**src/design/cim_params.svh**
```systemverilog
// array geometry and field width constants for the CIM S-box sequencer
`ifndef CIM_PARAMS_SVH
`define CIM_PARAMS_SVH

// --------------------------------------------------
// array geometry
// --------------------------------------------------

// byte-wide banks in the array
`define CIM_NUM_BANKS   16
// address groups per run
`define CIM_NUM_GROUPS  11
// READ cycles per group, one per bit-plane
`define CIM_NUM_PLANES  8

// --------------------------------------------------
// field widths
// --------------------------------------------------

`define CIM_BLOCK_W     128
`define CIM_SLICE_W     16
`define CIM_DEMUX_W     3
`define CIM_ROW_W       6

`endif

```
**src/design/cim_pkg.sv**
```systemverilog
// types for bank addresses, key bytes, sequencer phase and bank buses
`include "cim_params.svh"

package cim_pkg;

    // --------------------------------------------------
    // bank addressing
    // --------------------------------------------------

    // one bank's array address
    typedef struct packed {
        logic [`CIM_DEMUX_W-1:0] demux;
        logic [`CIM_ROW_W-1:0]   rwl;
    } bank_addr_t;

    // gathered key byte, also used as a lookup address
    typedef union packed {
        logic [7:0] raw;
        struct packed {
            logic [`CIM_DEMUX_W-2:0] col;
            logic [`CIM_ROW_W-1:0]   row;
        } lut;
    } key_byte_u;

    // --------------------------------------------------
    // sequencer phase
    // --------------------------------------------------

    typedef enum logic [1:0] {
        IDLE,
        READ,
        LOOKUP,
        OUT
    } seq_state_e;

    typedef struct packed {
        seq_state_e state;
        logic [3:0] grp;
        logic [2:0] plane;
    } seq_phase_t;

    // bank 0 in the low byte
    typedef logic [`CIM_NUM_BANKS-1:0][7:0] bank_bytes_t;
    typedef bank_addr_t [`CIM_NUM_BANKS-1:0] bank_addr_bus_t;

endpackage

```
**src/design/cim_sequencer.sv**
```systemverilog
// FSM stepping READ/LOOKUP/OUT with group and plane counters, done pulse
`timescale 1ns/1ps
`include "cim_params.svh"

module cim_sequencer
    import cim_pkg::*;
(
    input  logic       CLK,
    input  logic       rst,
    input  logic       en,
    input  logic       start,
    output seq_phase_t phase,
    output logic       done
);

    localparam logic [2:0] LAST_PLANE = 3'(`CIM_NUM_PLANES - 1);
    localparam logic [3:0] LAST_GROUP = 4'(`CIM_NUM_GROUPS - 1);

    seq_phase_t phase_d;
    logic       done_d;

    // --------------------------------------------------
    // next phase
    // --------------------------------------------------
    always_comb begin
        phase_d = phase;
        done_d  = 1'b0;
        case (phase.state)
            IDLE: begin
                if (start) begin
                    phase_d.state = READ;
                    phase_d.grp   = '0;
                    phase_d.plane = '0;
                end
            end
            READ: begin
                if (phase.plane == LAST_PLANE) begin
                    phase_d.state = LOOKUP;
                    phase_d.plane = '0;
                end else begin
                    phase_d.plane = phase.plane + 3'd1;
                end
            end
            LOOKUP: begin
                // last group goes to OUT, done rises with it
                if (phase.grp == LAST_GROUP) begin
                    phase_d.state = OUT;
                    done_d        = 1'b1;
                end else begin
                    phase_d.state = READ;
                    phase_d.grp   = phase.grp + 4'd1;
                end
            end
            default: begin
                phase_d.state = IDLE;
            end
        endcase
    end

    always_ff @(posedge CLK or posedge rst) begin
        if (rst) begin
            phase <= '{state: IDLE, grp: '0, plane: '0};
            done  <= 1'b0;
        end else if (en) begin
            phase <= phase_d;
            done  <= done_d;
        end
    end

    // plane wraps into LOOKUP, never past the last plane
    a_plane_wrap: assert property (@(posedge CLK) disable iff (rst)
        (en && phase.state == READ && phase.plane == LAST_PLANE)
        |=> (phase.state == LOOKUP && phase.plane == '0));

    a_grp_range: assert property (@(posedge CLK) disable iff (rst)
        phase.grp <= LAST_GROUP);

endmodule

```
**src/design/cim_plane_gather.sv**
```systemverilog
// bit-plane gather into key bytes and per-bank address register
`timescale 1ns/1ps
`include "cim_params.svh"

module cim_plane_gather
    import cim_pkg::*;
(
    input  logic           CLK,
    input  logic           rst,
    input  logic           en,
    input  seq_phase_t     phase,
    input  bank_bytes_t    rio,
    output bank_addr_bus_t bank_addr
);

    localparam int HALF = `CIM_NUM_BANKS / 2;

    key_byte_u [`CIM_NUM_BANKS-1:0] key_q;
    logic [2:0]                     bit_sel;
    logic [HALF-1:0]                plane_lo;
    logic [HALF-1:0]                plane_hi;
    bank_addr_t                     grp_addr;

    // --------------------------------------------------
    // bit-plane gather
    // --------------------------------------------------

    // msb plane first
    assign bit_sel = 3'(`CIM_NUM_PLANES - 1) - phase.plane;

    always_comb begin
        for (int b = 0; b < HALF; b++) begin
            plane_lo[b] = rio[b][bit_sel];
            plane_hi[b] = rio[b + HALF][bit_sel];
        end
    end

    // plane p fills key bytes 2p and 2p+1
    always_ff @(posedge CLK) begin
        if (en && phase.state == READ) begin
            key_q[{phase.plane, 1'b0}].raw <= plane_lo;
            key_q[{phase.plane, 1'b1}].raw <= plane_hi;
        end
    end

    // --------------------------------------------------
    // address generation
    // --------------------------------------------------

    // group code: demux 7 - (g mod 4), row g div 4
    assign grp_addr.demux = {1'b1, ~phase.grp[1:0]};
    assign grp_addr.rwl   = {4'b0000, phase.grp[3:2]};

    always_ff @(posedge CLK or posedge rst) begin
        if (rst) begin
            bank_addr <= '0;
        end else if (en) begin
            case (phase.state)
                READ: begin
                    bank_addr <= {`CIM_NUM_BANKS{grp_addr}};
                end
                LOOKUP: begin
                    for (int i = 0; i < `CIM_NUM_BANKS; i++) begin
                        bank_addr[i].demux <= {1'b0, key_q[i].lut.col};
                        bank_addr[i].rwl   <= key_q[i].lut.row;
                    end
                end
                default: begin
                    // hold in IDLE and OUT
                    bank_addr <= bank_addr;
                end
            endcase
        end
    end

    // lookup addresses stay in the lower half of the demux range
    for (genvar i = 0; i < `CIM_NUM_BANKS; i++) begin : g_msb_chk
        a_lookup_msb: assert property (@(posedge CLK) disable iff (rst)
            (en && phase.state == LOOKUP) |=> !bank_addr[i].demux[`CIM_DEMUX_W-1]);
    end

endmodule

```
**src/design/cim_state_stream.sv**
```systemverilog
// S-box result capture, state source select and word-line slice output
`timescale 1ns/1ps
`include "cim_params.svh"

module cim_state_stream
    import cim_pkg::*;
(
    input  logic                    CLK,
    input  logic                    rst,
    input  logic                    en,
    input  seq_phase_t              phase,
    input  logic [`CIM_BLOCK_W-1:0] din,
    input  bank_bytes_t             rio,
    output logic [`CIM_SLICE_W-1:0] wl_in,
    output bank_bytes_t             sub_state
);

    logic [`CIM_NUM_PLANES-1:0][`CIM_SLICE_W-1:0] src;
    logic [2:0]                                   slice_sel;

    // --------------------------------------------------
    // source select
    // --------------------------------------------------

    // group 0 streams the input block, later groups the last lookup result
    assign src = (phase.grp == '0) ? din : sub_state;

    // top slice on plane 0
    assign slice_sel = 3'(`CIM_NUM_PLANES - 1) - phase.plane;

    // --------------------------------------------------
    // word-line slice
    // --------------------------------------------------
    always_ff @(posedge CLK or posedge rst) begin
        if (rst) begin
            wl_in <= '0;
        end else if (en) begin
            if (phase.state == READ) begin
                wl_in <= src[slice_sel];
            end else begin
                wl_in <= '0;
            end
        end
    end

    // --------------------------------------------------
    // S-box result
    // --------------------------------------------------

    // bank i returns substituted byte i in the LOOKUP cycle
    always_ff @(posedge CLK or posedge rst) begin
        if (rst) begin
            sub_state <= '0;
        end else if (en && phase.state == LOOKUP) begin
            sub_state <= rio;
        end
    end

endmodule

```
**src/design/cim_sbox_top.sv**
```systemverilog
// top level of the CIM S-box sequencer: sequencer, gather and stream stages
`timescale 1ns/1ps
`include "cim_params.svh"

module cim_sbox_top
    import cim_pkg::*;
(
    input  logic                    CLK,
    input  logic                    rst,
    input  logic                    en,
    input  logic                    start,
    input  logic [`CIM_BLOCK_W-1:0] din,
    input  bank_bytes_t             rio,
    output bank_addr_bus_t          bank_addr,
    output logic [`CIM_SLICE_W-1:0] wl_in,
    output bank_bytes_t             sub_state,
    output logic                    done
);

    seq_phase_t phase;

    // decode
    cim_sequencer i_sequencer (
        .CLK   (CLK),
        .rst   (rst),
        .en    (en),
        .start (start),
        .phase (phase),
        .done  (done)
    );

    // execute
    cim_plane_gather i_gather (
        .CLK       (CLK),
        .rst       (rst),
        .en        (en),
        .phase     (phase),
        .rio       (rio),
        .bank_addr (bank_addr)
    );

    // result
    cim_state_stream i_stream (
        .CLK       (CLK),
        .rst       (rst),
        .en        (en),
        .phase     (phase),
        .din       (din),
        .rio       (rio),
        .wl_in     (wl_in),
        .sub_state (sub_state)
    );

endmodule

```
**config.mk**
```make
export PLATFORM = sky130hd
export DESIGN_NAME = cim_sbox_top
export DESIGN_NICKNAME = d
export VERILOG_FILES = /design/src/design/cim_pkg.sv /design/src/design/cim_sequencer.sv /design/src/design/cim_plane_gather.sv /design/src/design/cim_state_stream.sv /design/src/design/cim_sbox_top.sv
export VERILOG_INCLUDE_DIRS = /design/src /design/src/design
export SDC_FILE = /design/constraint.sdc
export NUM_CORES = 1
export LEC_CHECK = 0
export ABC_AREA = 1
export BUFFER_PORTS_ARGS = -buffer_cell sky130_fd_sc_hd__buf_2
export CORE_MARGIN = 1
export CORE_UTILIZATION = 25
export DETAILED_ROUTE_END_ITERATION = 8
export HOLD_SLACK_MARGIN = 0.05
export PLACE_DENSITY = 0.51
export SYNTH_ARGS = -nofsm -noshare
export SYNTH_HDL_FRONTEND = slang
export SYNTH_SLANG_ARGS = --single-unit
```
**constraint.sdc**
```tcl
create_clock -name CLK -period 11.7 [get_ports CLK]
set_clock_uncertainty 0.05 [all_clocks]
set_input_delay 1.755 -clock CLK [delete_from_list [all_inputs] [get_ports CLK]]
set_output_delay 1.755 -clock CLK [all_outputs]
set_load 0.02 [all_outputs]
```
# Yosys cells after proc, flatten, opt, wreduce, memory -nomap -nowiden
# Index checks and enable logic that the tools add are counted.
# classes
addsub	3
order_cmp	5
n_eq_ne	7
mux	53
bitwise	1
n_reduce_logical	13
# ops
cell	count
$pmux W144 S2	1
$bwmux W128	2
$mux W128	1
$bmux W1 S3	16
$bmux W16 S3	1
$demux W8 S3	2
$mux W16	2
$mux W1	18
$mux W8	2
$lt A4 B5 Y1 const B	2
$mux W9	1
$ge A4 B1 Y1 const B	2
$pmux W4 S2	1
$ne A2 B2 Y1 const B	3
$pmux W2 S3	1
$pmux W3 S2	1
$reduce_and A3 Y1	2
$reduce_bool A2 Y1	3
$add A4 B1 Y4 const B	1
$eq A4 B4 Y1 const B	1
$logic_and A1 B1 Y1	4
$logic_not A4 Y1	1
$lt A3 B4 Y1 const B	1
$mux W2	2
11 further kinds	11
# totals
regBits	426
in_bits	260
out_inout_bits	289
wordCells	151

# Longest topological paths before layout
# Gate-level depths: netlist (run 1).
# logic_depth
ltp_word	6
mapped_depth	12
mapped_depth_nobuf	12

# Cells and area by module
# A second synthesis (run 1) with hierarchy kept.
# unflattened
cells_unflattened	1875
area_unflattened_um2	18749.2
# by_module_without_submodules
mod	n_inst	cells_each	area_each_um2	seq_area_each_um2
cim_plane_gather	1	885	10151.0	7071.8
cim_state_stream	1	913	8015.2	3603.5
cim_sequencer	1	77	583.1	250.2

# Worst setup path after synthesis (run 1)
# OpenSTA, ideal clock, no wires.
# synth_timing
kind	input -> register
start	input port en
end	register i_gather.key_q[100] (netlist bit) (enable)
setup_ps	388
arrival_ps	2645
required_ps	11262
slack_ps	8616
path_stages	2
n_path_buf	0
cell_sequence	nand2_1 > nor2_1
# synth_via
elab_chain_cells	1
# synth_rtl
item	line	source
start, declared	cim_sbox_top.sv:10	input logic en,
$logic_and A1 B1 Y1	cim_plane_gather.sv:40	if (en && phase.state == READ) begin
end, declared	cim_plane_gather.sv:18	key_byte_u [`CIM_NUM_BANKS-1:0] key_q;
# Every way passes these cells.
# A chain may end at the register's enable or synchronous reset.

# Final worst setup path (run 1)
# layout_timing
start	register, netlist name i_sequencer.phase[0]
end	register i_gather.key_q[34] (netlist bit), data pin
# layout_via
elab_cells_between_ends	12
cone_classes	add/sub (1); order compare (2); mux (8); reduce/logical (1)
# layout_lines
item	line	source
$sub A3 B3 Y3	cim_plane_gather.sv:29	assign bit_sel = 3'(`CIM_NUM_PLANES - 1) - phase.plane;
$bmux W1 S3	cim_plane_gather.sv:33	plane_lo[b] = rio[b][bit_sel];
$mux W1 (not written as such)	cim_plane_gather.sv:33	
named net i_gather.plane_lo[2]	cim_plane_gather.sv:20	logic [HALF-1:0] plane_lo;
$bwmux W128	cim_plane_gather.sv:41	key_q[{phase.plane, 1'b0}].raw <= plane_lo;
$bwmux W128	cim_plane_gather.sv:42	key_q[{phase.plane, 1'b1}].raw <= plane_hi;
# The timed path passes the listed nets, and every way through them passes these cells. The select of a mux whose other input is x is not followed.

==> results of run 1 <==
[cell families (layout without fill, tap and decap cells)]
family	count (synthesis)	count (layout)
AOI/OAI and AO/OA	350	350
adders and majority gates	9	9
buffers and inverters	308	849
DFF	411	411
other	0	2
and+or+nand+nor	894	894
[sequential cells by signal, indices dropped and copies added (netlist names)]
| signal | cells |
|---|---|
| i_gather.key_q | 128 |
| i_stream.sub_state | 128 |
| i_stream.wl_in | 16 |
| i_sequencer.done | 1 |
| i_sequencer.phase | 9 |
| i_gather.bank_addr | 129 |
[power breakdown]
group	total (mW)	switching [mW]	internal, mW
Combinational	3.17	2.29	0.879
Sequential	2.50	0.481	2.02
Clock	1.57	0.653	0.916
Total	7.23	3.42	3.81
[cells in the final DEF, fill, tap and decap left out, drive strengths merged]
master / instances
a22oi: 3
nand3: 129
o21ai: 156
a21oi: 98
or2: 7
and3: 1
nor2: 193
clkinv: 20
diode: 2
nand4: 4
bufinv: 7
nand3b: 7
o22ai: 21
edfxtp: 128
a22o: 64
inv: 183
o2111ai: 2
buf: 577
ha: 9
nand2: 553
clkbuf: 56
o211ai: 6
dfrtp: 283
clkinvlp: 6
[critical path, stage by stage (launching register included)]
cell and delay [ns]:
sky130_fd_sc_hd__dfrtp_2 0.40, sky130_fd_sc_hd__inv_2 0.78, sky130_fd_sc_hd__nor2_2 0.36, sky130_fd_sc_hd__inv_2 0.60, sky130_fd_sc_hd__o22ai_1 0.19, sky130_fd_sc_hd__nor2_1 0.21, sky130_fd_sc_hd__nand4_1 0.74
[per-stage QoR]
| stage | util (%) | hold WS, ns | setup WS (ns) |
|---|---|---|---|
| floorplan | - | 0.393 | 2.09 |
| global placement | 30.5 | 0.397 | 7.61 |
| detailed placement | 30.5 | 0.398 | 7.55 |
| CTS | 32.8 | 0.409 | 7.74 |
| global route | 32.8 | 0.421 | 7.52 |
| finish | 32.8 | 0.408 | 7.75 |
[worst min-delay path by stage]
stage                                              from                                   to  cells after the start
after floorplan            i_gather.key_q[90]$_DFFE_PP_  i_gather.bank_addr[101]$_DFFE_PP0P_                      1
after global placement     i_gather.key_q[60]$_DFFE_PP_   i_gather.bank_addr[67]$_DFFE_PP0P_                      1
after detailed placement   i_gather.key_q[58]$_DFFE_PP_   i_gather.bank_addr[65]$_DFFE_PP0P_                      1
after CTS                 i_gather.key_q[122]$_DFFE_PP_  i_gather.bank_addr[137]$_DFFE_PP0P_                      1
after global routing       i_gather.key_q[58]$_DFFE_PP_   i_gather.bank_addr[65]$_DFFE_PP0P_                      1
final                     i_gather.key_q[122]$_DFFE_PP_  i_gather.bank_addr[137]$_DFFE_PP0P_                      1
[metal layers]
metal | vias up | track usage (%)
li1 | 7443 | -
met1 | 8110 | 30.7
met2 | 747 | 40.4
met3 | 154 | 5.05
met4 | 28 | 8.03
met5 | - | 0
[cell type report]
type	instances	area, µm²
Antenna cell	2	5.00
Sequential cell	411	10900
Clock inverter	34	389
Inverter	182	692
Fill cell	7482	47400
Clock buffer	56	1230
Timing Repair Buffer	577	2960
Multi-Input combinational cell	1253	5810
Tap cell	940	1180
==> out/metrics.sh, run 1 <==
STATUS='finished, final reports clean'
DRT_WL_CELL_UM=25.9
REQUIRED_TIME_REPORTED_FOR_THE_CRITICAL_PATH_ENDPOINT_NS=11.68
SYNTH-COMPOUND-AREA-SHARE_PCT=11.4
CP-START-KIND='register'
DPL-INSTANCE-AREA_MM2=0.0216
AREA_DELTA_SYNTH_FINAL_PCT=28.9
WORST_SLEW_PIN_SLEW_NS=1.34
DIE_WIDTH_UM=270
IO_PINS=549
POST-PLACE-CELLS=3363
M1WIRELENGTH_UM=37400
CELLPOWERDENSITY_mW_PER_MM2=312
INITIAL_CORE_UTILIZATION_PCT=25.5
DIE_OUTLINE_AREA_MM2=0.0730
HOLDBUFCOUNTCTS=0
CLOCK-ROOT-BUFFER='sky130_fd_sc_hd__clkbuf_16'
TOTALWIRELENGTH_UM=89600
FP.DIEH_UM=270
SYNTH_MOST_COMMON_CELL='sky130_fd_sc_hd__nand2_1'
DP_HPWL_UM=67300
CLK_TRANSITION_REPORTED_PATHS_NS=0.06
OVERFLOW=0
LEAKAGE_nW=11.3
YOSYSSEQAREASHARE_PCT=60.7
POST_SYNTH_AND_OR_NAND_NOR_AREA_FRACTION_PCT=20.0
GRT_START_MAX_NET_PINS=119
SETUP.WORST_PATH.END_CLASS='register'
CAP_VIOLATIONS=0
TIMING.CRITICAL_PATH.FROM='i_sequencer.phase[0]$_DFFE_PP0P_'
LARGEST_FAMILY_OF_LOGIC_CELLS_BY_SYNTHESIZED_AREA='simple AND/OR/NAND/NOR gates'
GRT_ANTENNA_BEFORE_REPAIR=30
FINALWEIGHTEDCONGESTION=0.920
DRT-PASS1-ITER-COUNT=7
SYNTH_XOR_XNOR_AREA_SHARE_PCT=0
POST_ROUTE_DESIGN_AREA_MM2=0.0232
WORST_R2R_PATH_DEPTH=6
MET2WIRELENGTH_UM=42900
SYNTH_SEQ_CELLS=411
POST-SYNTH-TOP-AREA-CELL='sky130_fd_sc_hd__dfrtp_1'
SYNTH.TOP_CELL.AREA_SHARE_PCT=39.4
SLEW_VIOL_FINAL=0
CTS-ROOT-TO-SINK-BUFFERS=3
NUMBER_OF_ENABLE_FLIP_FLOP_CELLS_AFTER_SYNTHESIS=128
CTS.REPAIR_TIMING.SETUP_BUFFER_COUNT=0
RSZ0062_AT_GRT='no'
FINAL_NETS=2742
GRT_USE_TOTAL_PCT=24.1
HIGHEST-SIGNAL-LAYER='met5'
CTS_HTREE_LEVELS=2
FRACTION_OF_FINAL_LAYOUT_CELLS_WITH_DRIVE_STRENGTH_GREATER_THAN_1_PCT=27.3
DRT_DRC_VIOLATIONS_LEFT=0
WORST_CASE_HEADROOM_TO_THE_MAX_SLEW_LIMIT_PCT=10.5
POST_SYNTH_INSTANCE_AREA_MM2=0.0180
POST_SYNTH_MUX_AREA_SHARE_PCT=0
SINK_COUNT_OF_THE_CLOCK_TREE=411
CRITICAL_PATH.ENDPOINT='i_gather.key_q[34]$_DFFE_PP_'
POSTSYNTH.ASYNCRESETSHARE_PCT=68.9
DETAIL-ROUTE-ANTENNA-NETS=0
SETUP-VIOLATIONS-FINAL=0
FINAL-HOLD-VIOLATION-COUNT=0
SYN-INSTANCE-COUNT=1972
DR_TOTAL_VIAS=16500
PORT_BUFFERS=548
SYN-MEAN-INSTANCE-AREA_UM2=9.12
SYNTH_CELL_TYPES=29
MET3_WIRELENGTH_UM=5990
MAXCLOCKFREQUENCY_GHz=0.253
CRIT-REG2REG-LAUNCH='i_sequencer.phase[0]$_DFFE_PP0P_'
CRITICALPATHCATEGORY='register to register'
SETUP_TOTAL_NEGATIVE_SLACK_NS=0
POST_DRT_VIA_CELL_RATIO=4.77
NETLIST_TOP_CELLS_AREA='sky130_fd_sc_hd__dfrtp_1, sky130_fd_sc_hd__edfxtp_1, sky130_fd_sc_hd__nand2_1, sky130_fd_sc_hd__nor2_1, sky130_fd_sc_hd__o21ai_0'
TIMING.FINAL.CRIT_SHARE_PCT=33.8
DRT_ITER0_DRC=1193
GRT_PASS1_VIAS=16800
COREAREA_MM2=0.0706
POSTCTSRESIZEDCELLS=0
VDD.IR_DROP.WORST_uV=135
CRIT-REG2REG-CAPTURE='i_gather.key_q[34]$_DFFE_PP_'
SYNTH_FLOP_CELL='sky130_fd_sc_hd__dfrtp_1'
SYNTHADDERAREAFRAC_PCT=0.626
LAYOUTNONFILLERINSTCOUNT=3455
WORSTHOLDPATHTYPE='register to register'
PLACEMENTROWS=97
SYN_NETS=2241
MOST_COMMON_LIBRARY_CELLS_AFTER_SYNTHESIS='sky130_fd_sc_hd__nand2_1, sky130_fd_sc_hd__dfrtp_1, sky130_fd_sc_hd__nor2_1'
INSERTION_DELAY_NS=0.60
FINALCRITICALPERIOD_NS=3.95
WIRE_LENGTH_OF_THE_FIRST_GLOBAL_ROUTING_PASS_UM=126000
CTS_INSERTED_BUFFERS=48
DESIGN_POWER_TOTAL_mW=7.23
WORST-ENDPOINT-ARRIVAL_NS=3.94
WORST-R2R-SETUP-SLACK_NS=7.75
TRITONCTS='built'
PATH_MAX_FANOUT=42
SYNTH.YOSYS.WARNINGS=0
No activity file was read; power rests on OpenSTA's default activity.
==> inputs of run 2 (changes only) <==
--- a/config.mk
+++ b/config.mk
@@ -12,7 +12,7 @@
 export CORE_UTILIZATION = 25
 export DETAILED_ROUTE_END_ITERATION = 8
 export HOLD_SLACK_MARGIN = 0.05
-export PLACE_DENSITY = 0.51
+export PLACE_DENSITY = 0.52
 export SYNTH_ARGS = -nofsm -noshare
 export SYNTH_HDL_FRONTEND = slang
 export SYNTH_SLANG_ARGS = --single-unit
==> constraint.sdc (replaced) <==
create_clock -name CLK -period 3.5 [get_ports CLK]
set_clock_uncertainty 0.05 [all_clocks]
set_input_delay 0.525 -clock CLK [delete_from_list [all_inputs] [get_ports CLK]]
set_output_delay 0.525 -clock CLK [all_outputs]
set_load 0.02 [all_outputs]
==> out/metrics.sh, run 2 (same netlist as run 1, synthesis figures left out) <==
DESIGN_POWER_TOTAL_mW=24.5  # +240%
GRT_ANTENNA_BEFORE_REPAIR=34  # +13%
INSERTION_DELAY_NS=0.59  # about the same
LAYOUT.FILLER_CELLS=7586  # +1.4%
DIE_WIDTH_UM=270  # unchanged
DP_SLACK_NS=0.463  # -7.09 ns
CLOCK-ROOT-BUFFER='sky130_fd_sc_hd__clkbuf_16'
MOST_COMMON_CELL_AFTER_LAYOUT_FILL_AND_TAPS_ASIDE='sky130_fd_sc_hd__nand2_1'
CRIT-REG2REG-LAUNCH='i_sequencer.phase[6]$_DFFE_PP0P_'
WORST_R2R_PATH_DEPTH=10  # +4
CRIT-REG2REG-CAPTURE='i_stream.wl_in[11]$_DFFE_PP0P_'
DRT-PASS1-ITER-COUNT=5  # -2
DETAIL-ROUTE-ANTENNA-NETS=0  # unchanged
PATH_MAX_FANOUT=52  # +24%
POST_DRT_VIA_CELL_RATIO=4.81  # +0.77%
DIE_OUTLINE_AREA_MM2=0.0730  # unchanged
DRT_WL_CELL_UM=25.9  # about the same
HOLDPATHSTAGES=3  # +2
SINK_COUNT_OF_THE_CLOCK_TREE=411  # unchanged
DRT_DRC_VIOLATIONS_LEFT=0  # unchanged
FP.DIEH_UM=270  # unchanged
VDD.IR_DROP.WORST_uV=515  # +280%
WORSTHOLDPATHTYPE='input pin to register'
MAX_FLOP_REGISTER='i_gather.bank_addr'
LEAKAGE_nW=11.5  # +1.8%
CTS-ROOT-TO-SINK-BUFFERS=3  # unchanged
DRT_ITER0_DRC=1417  # +19%
PWR-SHARE-COMB_PCT=43.8  # about the same
DP_HPWL_UM=69800  # +3.7%
GRT_USE_TOTAL_PCT=24.2  # +0.11 points
INTPOWER_mW=13.1  # +240%
FINALCRITICALPERIOD_NS=3.08  # -0.876 ns
STATUS='finished, final reports clean'
WIRE_LENGTH_OF_THE_FIRST_GLOBAL_ROUTING_PASS_UM=126000  # +0.31%
CTS_HTREE_LEVELS=2  # unchanged
CRITICALPATHCATEGORY='register to register'
IO_PINS=549  # unchanged
COREAREA_MM2=0.0706  # unchanged
SETUP-VIOLATIONS-FINAL=0  # unchanged
TIMING.FINAL.CRIT_SHARE_PCT=87.9  # +54 points
MAXCLOCKFREQUENCY_GHz=0.325  # +28%
CLK_TRANSITION_REPORTED_PATHS_NS=0.06  # about the same
PWR-SHARE-SEQ_PCT=34.0  # -0.5 points
PLACEMENTROWS=97  # unchanged
PORT_BUFFERS=548  # unchanged
RSZ0062_AT_GRT='no'
CELLPOWERDENSITY_mW_PER_MM2=1040  # +230%
FINAL_CELL_MIX='sky130_fd_sc_hd__nand2_1, sky130_fd_sc_hd__buf_2, sky130_fd_sc_hd__dfrtp_1, sky130_fd_sc_hd__nor2_1, sky130_fd_sc_hd__inv_1'
MIN-DELAY-START='rio[43]'
FRACTION_OF_FINAL_LAYOUT_CELLS_WITH_DRIVE_STRENGTH_GREATER_THAN_1_PCT=28.1  # +0.77 points
TOTALWIRELENGTH_UM=90400  # +0.86%
WORST_SLEW_PIN_SLEW_NS=1.13  # -0.205 ns
REQUIRED_TIME_REPORTED_FOR_THE_CRITICAL_PATH_ENDPOINT_NS=3.97  # -7.71 ns
POWER.SHARE.SWITCHING_PCT=46.5  # -0.88 points
GRT_START_MAX_NET_PINS=241  # +100%
CAP_VIOLATIONS=0  # unchanged
GRT_PASS1_VIAS=16800  # +0.26%
FINALWEIGHTEDCONGESTION=0.927  # +0.83%
SLEW_VIOL_FINAL=0  # unchanged
SETUP_TOTAL_NEGATIVE_SLACK_NS=0  # unchanged
NETSWITCHINGPOWER_mW=11.4  # +230%
FINAL-HOLD-VIOLATION-COUNT=0  # unchanged
TOP_REGS='i_gather.bank_addr x129, i_gather.key_q x128, i_stream.sub_state x128'
MAX_FFS_PER_REGISTER=129  # unchanged
WORST_CASE_HEADROOM_TO_THE_MAX_SLEW_LIMIT_PCT=24.5  # +14 points
FINAL_NETS=2769  # +0.98%
INITIAL_CORE_UTILIZATION_PCT=25.5  # unchanged
CTS_INSERTED_BUFFERS=49  # +2.1%
SETUP.WORST_PATH.END_CLASS='register'
WORST-R2R-SETUP-SLACK_NS=0.42  # -7.32 ns
WORST_HOLD_PATH.ENDPOINT='i_stream.sub_state[43]$_DFFE_PP0P_'
TRITONCTS='built'
WORST-ENDPOINT-ARRIVAL_NS=3.55  # -0.39 ns
AREA_DELTA_SYNTH_FINAL_PCT=31.0
FINALWORSTSETUPSLACK_NS=0.422  # -7.32 ns
FINAL_CORE_UTIL_PCT=33.3  # +0.52 points
PWR-SHARE-CLK_PCT=22.2  # +0.5 points
CP-START-KIND='register'
OVERFLOW=0  # unchanged
DR_TOTAL_VIAS=16800  # +1.7%
==> run 2: per-layer routing <==
metal  share of wire [%]  wire (µm)  track usage [%]  vias up
met1                  41      36800             29.9     8338
met5                0.18        167                0        -
met2                  50      44900             42.4      769
met3                 6.8       6130             5.13      127
li1                    -          -                -     7502
met4                 2.7       2450             6.54       26
==> run 2: what timing repair did <==
action                    in CTS  in global routing
buffers inserted               0                  0
resized for setup              0                  0
hold buffers                   1                  0
hold endpoints to repair       5                  0
==> run 2: power by group through the flow <==
stage	registers (mW)	clock network (mW)	logic [mW]
after global routing	8.49	5.72	11.6
after CTS	8.36	5.53	10.8
after floorplan	9.48	0	4.62
after global placement	8.40	0	10.6
final	8.33	5.44	10.7
after detailed placement	8.42	0	10.8
==> run 2: final cells by class <==
cell class	instances	area (µm²)	share of cell area (%)
timing repair buffer	603	3250	13.8
tap	940	1180	4.99
multi-input combinational	1253	5810	24.7
clock buffer	63	1320	5.60
clock inverter	28	370	1.57
inverter	182	688	2.92
antenna	7	17.5	0.0744
sequential	411	10900	46.4
==> run 2: how the worst max path moves through the flow <==
| stage | startpoint | end |
|---|---|---|
| 4_1_cts | i_sequencer.phase[6]$_DFFE_PP0P_ | i_stream.wl_in[11]$_DFFE_PP0P_ |
| 6_report | i_sequencer.phase[6]$_DFFE_PP0P_ | i_stream.wl_in[11]$_DFFE_PP0P_ |
| 3_5_place_dp | i_sequencer.phase[6]$_DFFE_PP0P_ | i_stream.wl_in[11]$_DFFE_PP0P_ |
| 2_1_floorplan | rst | i_gather.bank_addr[0]$_DFFE_PP0P_ |
| 3_3_place_gp | i_sequencer.phase[6]$_DFFE_PP0P_ | i_stream.wl_in[11]$_DFFE_PP0P_ |
| 5_1_grt | i_sequencer.phase[6]$_DFFE_PP0P_ | i_stream.wl_in[11]$_DFFE_PP0P_ |
==> run 2: through the flow <==
step / cell area (µm²) / hold slack (ns) / instances
finish: 23600 / 0.118 / 3487
global placement: 21800 / 0.398 / 3388
global route: 23500 / 0.127 / 3485
CTS: 23500 / 0.0804 / 3480
detailed placement: 21800 / 0.402 / 3388
floorplan: 18000 / 0.393 / 1972
==> run 2: critical path, stage by stage (launching register included) <==
cell                       delay (ns)
sky130_fd_sc_hd__dfrtp_1         0.46
sky130_fd_sc_hd__nor2_4          0.45
sky130_fd_sc_hd__nand2_8         0.35
sky130_fd_sc_hd__clkinv_2        0.38
sky130_fd_sc_hd__buf_12          0.30
sky130_fd_sc_hd__nand2_1         0.10
sky130_fd_sc_hd__nand3_1         0.20
sky130_fd_sc_hd__nand3_1         0.18
sky130_fd_sc_hd__nor2_1          0.27
sky130_fd_sc_hd__nand3_1         0.13
sky130_fd_sc_hd__nand2_1         0.09
==> inputs of run 3 (changes only) <==
--- a/config.mk
+++ b/config.mk
@@ -8,11 +8,11 @@
 export LEC_CHECK = 0
 export ABC_AREA = 1
 export BUFFER_PORTS_ARGS = -buffer_cell sky130_fd_sc_hd__buf_2
-export CORE_MARGIN = 1
-export CORE_UTILIZATION = 25
+export CORE_AREA = 2 2 213 215
 export DETAILED_ROUTE_END_ITERATION = 8
+export DIE_AREA = 0 0 215 217
 export HOLD_SLACK_MARGIN = 0.05
-export PLACE_DENSITY = 0.52
+export PLACE_DENSITY = 0.72
 export SYNTH_ARGS = -nofsm -noshare
 export SYNTH_HDL_FRONTEND = slang
 export SYNTH_SLANG_ARGS = --single-unit
==> constraint.sdc (replaced) <==
create_clock -name CLK -period 2.9 [get_ports CLK]
set_clock_uncertainty 0.05 [all_clocks]
set_input_delay 0.435 -clock CLK [delete_from_list [all_inputs] [get_ports CLK]]
set_output_delay 0.435 -clock CLK [all_outputs]
set_load 0.02 [all_outputs]
==> out/metrics.sh, run 3 (same netlist as run 1, synthesis figures left out) <==
LEAKAGE_nW=11.5  # -0.30%
CRITPATHMOSTFREQUENTCELL='sky130_fd_sc_hd__buf_4'
SETUP-VIOLATIONS-FINAL=0  # unchanged
REQUIRED_TIME_REPORTED_FOR_THE_CRITICAL_PATH_ENDPOINT_NS=3.16  # -0.81 ns
WORSTHOLDPATHTYPE='input pin to register'
DRT_WL_CELL_UM=24.9  # -3.8%
DPL-INSTANCE-AREA_MM2=0.0215  # -1.6%
POWER.SHARE.SWITCHING_PCT=46.3  # -0.10 points
CP-START-KIND='register'
FINALWEIGHTEDCONGESTION=0.988  # +6.5%
DIE_OUTLINE_AREA_MM2=0.0467  # -36%
CTS_INSERTED_BUFFERS=45  # -8.2%
WIRE_LENGTH_OF_THE_FIRST_GLOBAL_ROUTING_PASS_UM=113000  # -10%
SETUP.WORST_PATH.END_CLASS='register'
WORST-ENDPOINT-ARRIVAL_NS=2.67  # -0.88 ns
MAX_FFS_PER_REGISTER=129  # unchanged
FINAL_NETS=2778  # +0.33%
CLK_TRANSITION_REPORTED_PATHS_NS=0.06  # about the same
FINALCRITICALPERIOD_NS=2.41  # -0.667 ns
SLEW_VIOL_FINAL=0  # unchanged
FINAL-HOLD-VIOLATION-COUNT=0  # unchanged
DR_TOTAL_VIAS=16900  # +0.95%
COREAREA_MM2=0.0447  # -37%
CRIT_CHAIN='inv_2, nand2_1, buf_4, o22ai_1, nor2_1, o2111ai_1, buf_4'
POSTCTSRESIZEDCELLS=0  # unchanged
POST_ROUTE_DESIGN_AREA_MM2=0.0230  # -2.2%
PLACEMENTROWS=78  # -20%
POST_DRT_VIA_CELL_RATIO=5.37  # +12%
FINAL_CELL_MIX='sky130_fd_sc_hd__nand2_1, sky130_fd_sc_hd__buf_2, sky130_fd_sc_hd__dfrtp_1, sky130_fd_sc_hd__nor2_1, sky130_fd_sc_hd__inv_1'
PWR-SHARE-SEQ_PCT=35.1  # +1.1 points
WORST_SLEW_PIN_SLEW_NS=0.984  # -0.148 ns
RSZ0062_AT_GRT='no'
DESIGN_POWER_TOTAL_mW=28.3  # +15%
CLOCK-ROOT-BUFFER='sky130_fd_sc_hd__clkbuf_16'
FINAL_CORE_UTIL_PCT=51.6  # +18 points
IO_PINS=549  # unchanged
SETUP_TOTAL_NEGATIVE_SLACK_NS=0  # unchanged
TRITONCTS='built'
TIMING.FINAL.CRIT_SHARE_PCT=83.1  # -4.8 points
PORT_BUFFERS=548  # unchanged
STATUS='finished, final reports clean'
PATH_MAX_FANOUT=17  # -67%
MAXCLOCKFREQUENCY_GHz=0.415  # +28%
MOST_COMMON_CELL_AFTER_LAYOUT_FILL_AND_TAPS_ASIDE='sky130_fd_sc_hd__nand2_1'
GRT_PASS1_VIAS=16600  # -1.2%
CTS_HTREE_LEVELS=2  # unchanged
PWR-SHARE-COMB_PCT=44.9  # +1.1 points
CTS-ROOT-TO-SINK-BUFFERS=3  # unchanged
GRT_USE_TOTAL_PCT=33.3  # +9.1 points
MAX_FLOP_REGISTER='i_gather.bank_addr'
DRT-PASS1-ITER-COUNT=5  # unchanged
SINK_COUNT_OF_THE_CLOCK_TREE=411  # unchanged
GRT_ANTENNA_BEFORE_REPAIR=13  # -62%
DP_HPWL_UM=60000  # -14%
FRACTION_OF_FINAL_LAYOUT_CELLS_WITH_DRIVE_STRENGTH_GREATER_THAN_1_PCT=28.0  # -0.094 points
PWR-SHARE-CLK_PCT=20.0  # -2.2 points
WORST_CASE_HEADROOM_TO_THE_MAX_SLEW_LIMIT_PCT=34.4  # +9.9 points
CRITICALPATHCATEGORY='register to register'
STAGE_DELAY_OF_THE_SLOWEST_CELL_ON_THE_CRITICAL_PATH_NS=0.59  # +0.13 ns
OVERFLOW=0  # unchanged
TOP_REGS='i_gather.bank_addr x129, i_gather.key_q x128, i_stream.sub_state x128'
NETSWITCHINGPOWER_mW=13.1  # +15%
DRT_ITER0_DRC=1794  # +27%
INSERTION_DELAY_NS=0.57  # -0.02 ns
FP.DIEH_UM=217  # -20%
CELLPOWERDENSITY_mW_PER_MM2=1230  # +18%
CELL_AT_THE_SLOWEST_STAGE_OF_THE_CRITICAL_PATH='sky130_fd_sc_hd__dfrtp_2'
GRT_START_MAX_NET_PINS=241  # unchanged
TOTALWIRELENGTH_UM=78600  # -13%
DRT_DRC_VIOLATIONS_LEFT=0  # unchanged
DETAIL-ROUTE-ANTENNA-NETS=0  # unchanged
DIE_WIDTH_UM=215  # -20%
INITIAL_CORE_UTILIZATION_PCT=40.2  # +15 points
AREA_DELTA_SYNTH_FINAL_PCT=28.1
CAP_VIOLATIONS=0  # unchanged
VDD.IR_DROP.WORST_uV=670  # +30%
INTPOWER_mW=15.2  # +15%
LAYOUT.FILLER_CELLS=4297  # -43%
-- run 3: worst max-delay path, delay by kind of cell (launching register included) --
family | cells | cell delay, ns
flops | 1 | 0.59
simple gates | 2 | 0.35
compound gates | 2 | 0.37
buf+inv | 3 | 0.77
-- run 3: what timing repair did --
item	4_1_cts	5_1_grt
hold buffers	8	0
endpoints found under the hold margin	22	0
setup buffers	0	0
-- run 3: final timing paths --
| check | startpoint | endpoint | slack (ns) | cells past startpoint |
|---|---|---|---|---|
| worst max-delay path | i_sequencer.phase[0]$_DFFE_PP0P_ | i_gather.key_q[5]$_DFFE_PP_ | 0.49 | 7 |
| worst min-delay path | rio[0] | i_stream.sub_state[0]$_DFFE_PP0P_ | 0.09 | 3 |
| worst max register to register | i_sequencer.phase[0]$_DFFE_PP0P_ | i_gather.key_q[5]$_DFFE_PP_ | 0.49 | 7 |
| worst min register to register | i_gather.key_q[3]$_DFFE_PP_ | i_gather.bank_addr[3]$_DFFE_PP0P_ | 0.41 | 1 |
| max in group asynchronous | rst | i_gather.bank_addr[11]$_DFFE_PP0P_ | 1.51 | 4 |
| min in group asynchronous | rst | i_stream.sub_state[28]$_DFFE_PP0P_ | 0.51 | 3 |
-- run 3: power by group through the flow --
stage | clock network [mW] | logic, mW | registers, mW
after floorplan | 0 | 5.58 | 11.4
after global placement | 0 | 12.4 | 9.94
after detailed placement | 0 | 12.6 | 9.98
after CTS | 5.70 | 12.6 | 9.89
after global routing | 5.97 | 13.6 | 10.1
final | 5.65 | 12.7 | 9.91
-- run 3: final cells by class --
class                      count  area [µm²]  share of cell area [%]
clock inverter                22         146                   0.635
sequential                   411       10900                    47.4
timing repair buffer         616        3410                    14.8
inverter                     182         688                    2.99
antenna                        8        20.0                  0.0869
multi-input combinational   1253        5800                    25.2
clock buffer                  61        1300                    5.64
tap                          600         751                    3.26
-- run 3: per-stage QoR --
step                      worst slack, ns  cells  hold slack [ns]
after floorplan                     -1.33   1972            0.393
after global placement              0.590   3054            0.396
after detailed placement            0.567   3054            0.399
after CTS                           0.553   3145           0.0507
after global routing                0.382   3151           0.0881
final                               0.489   3153           0.0885
-- run 3: routing by layer --
layer | track usage, % | wire (µm) | vias to the layer above
met1 | 42.1 | 30400 | 8176
li1 | - | - | 7519
met4 | 17.9 | 4680 | 4
met2 | 54.2 | 37200 | 1013
met3 | 6.46 | 6300 | 209
met5 | 0 | 27 | -
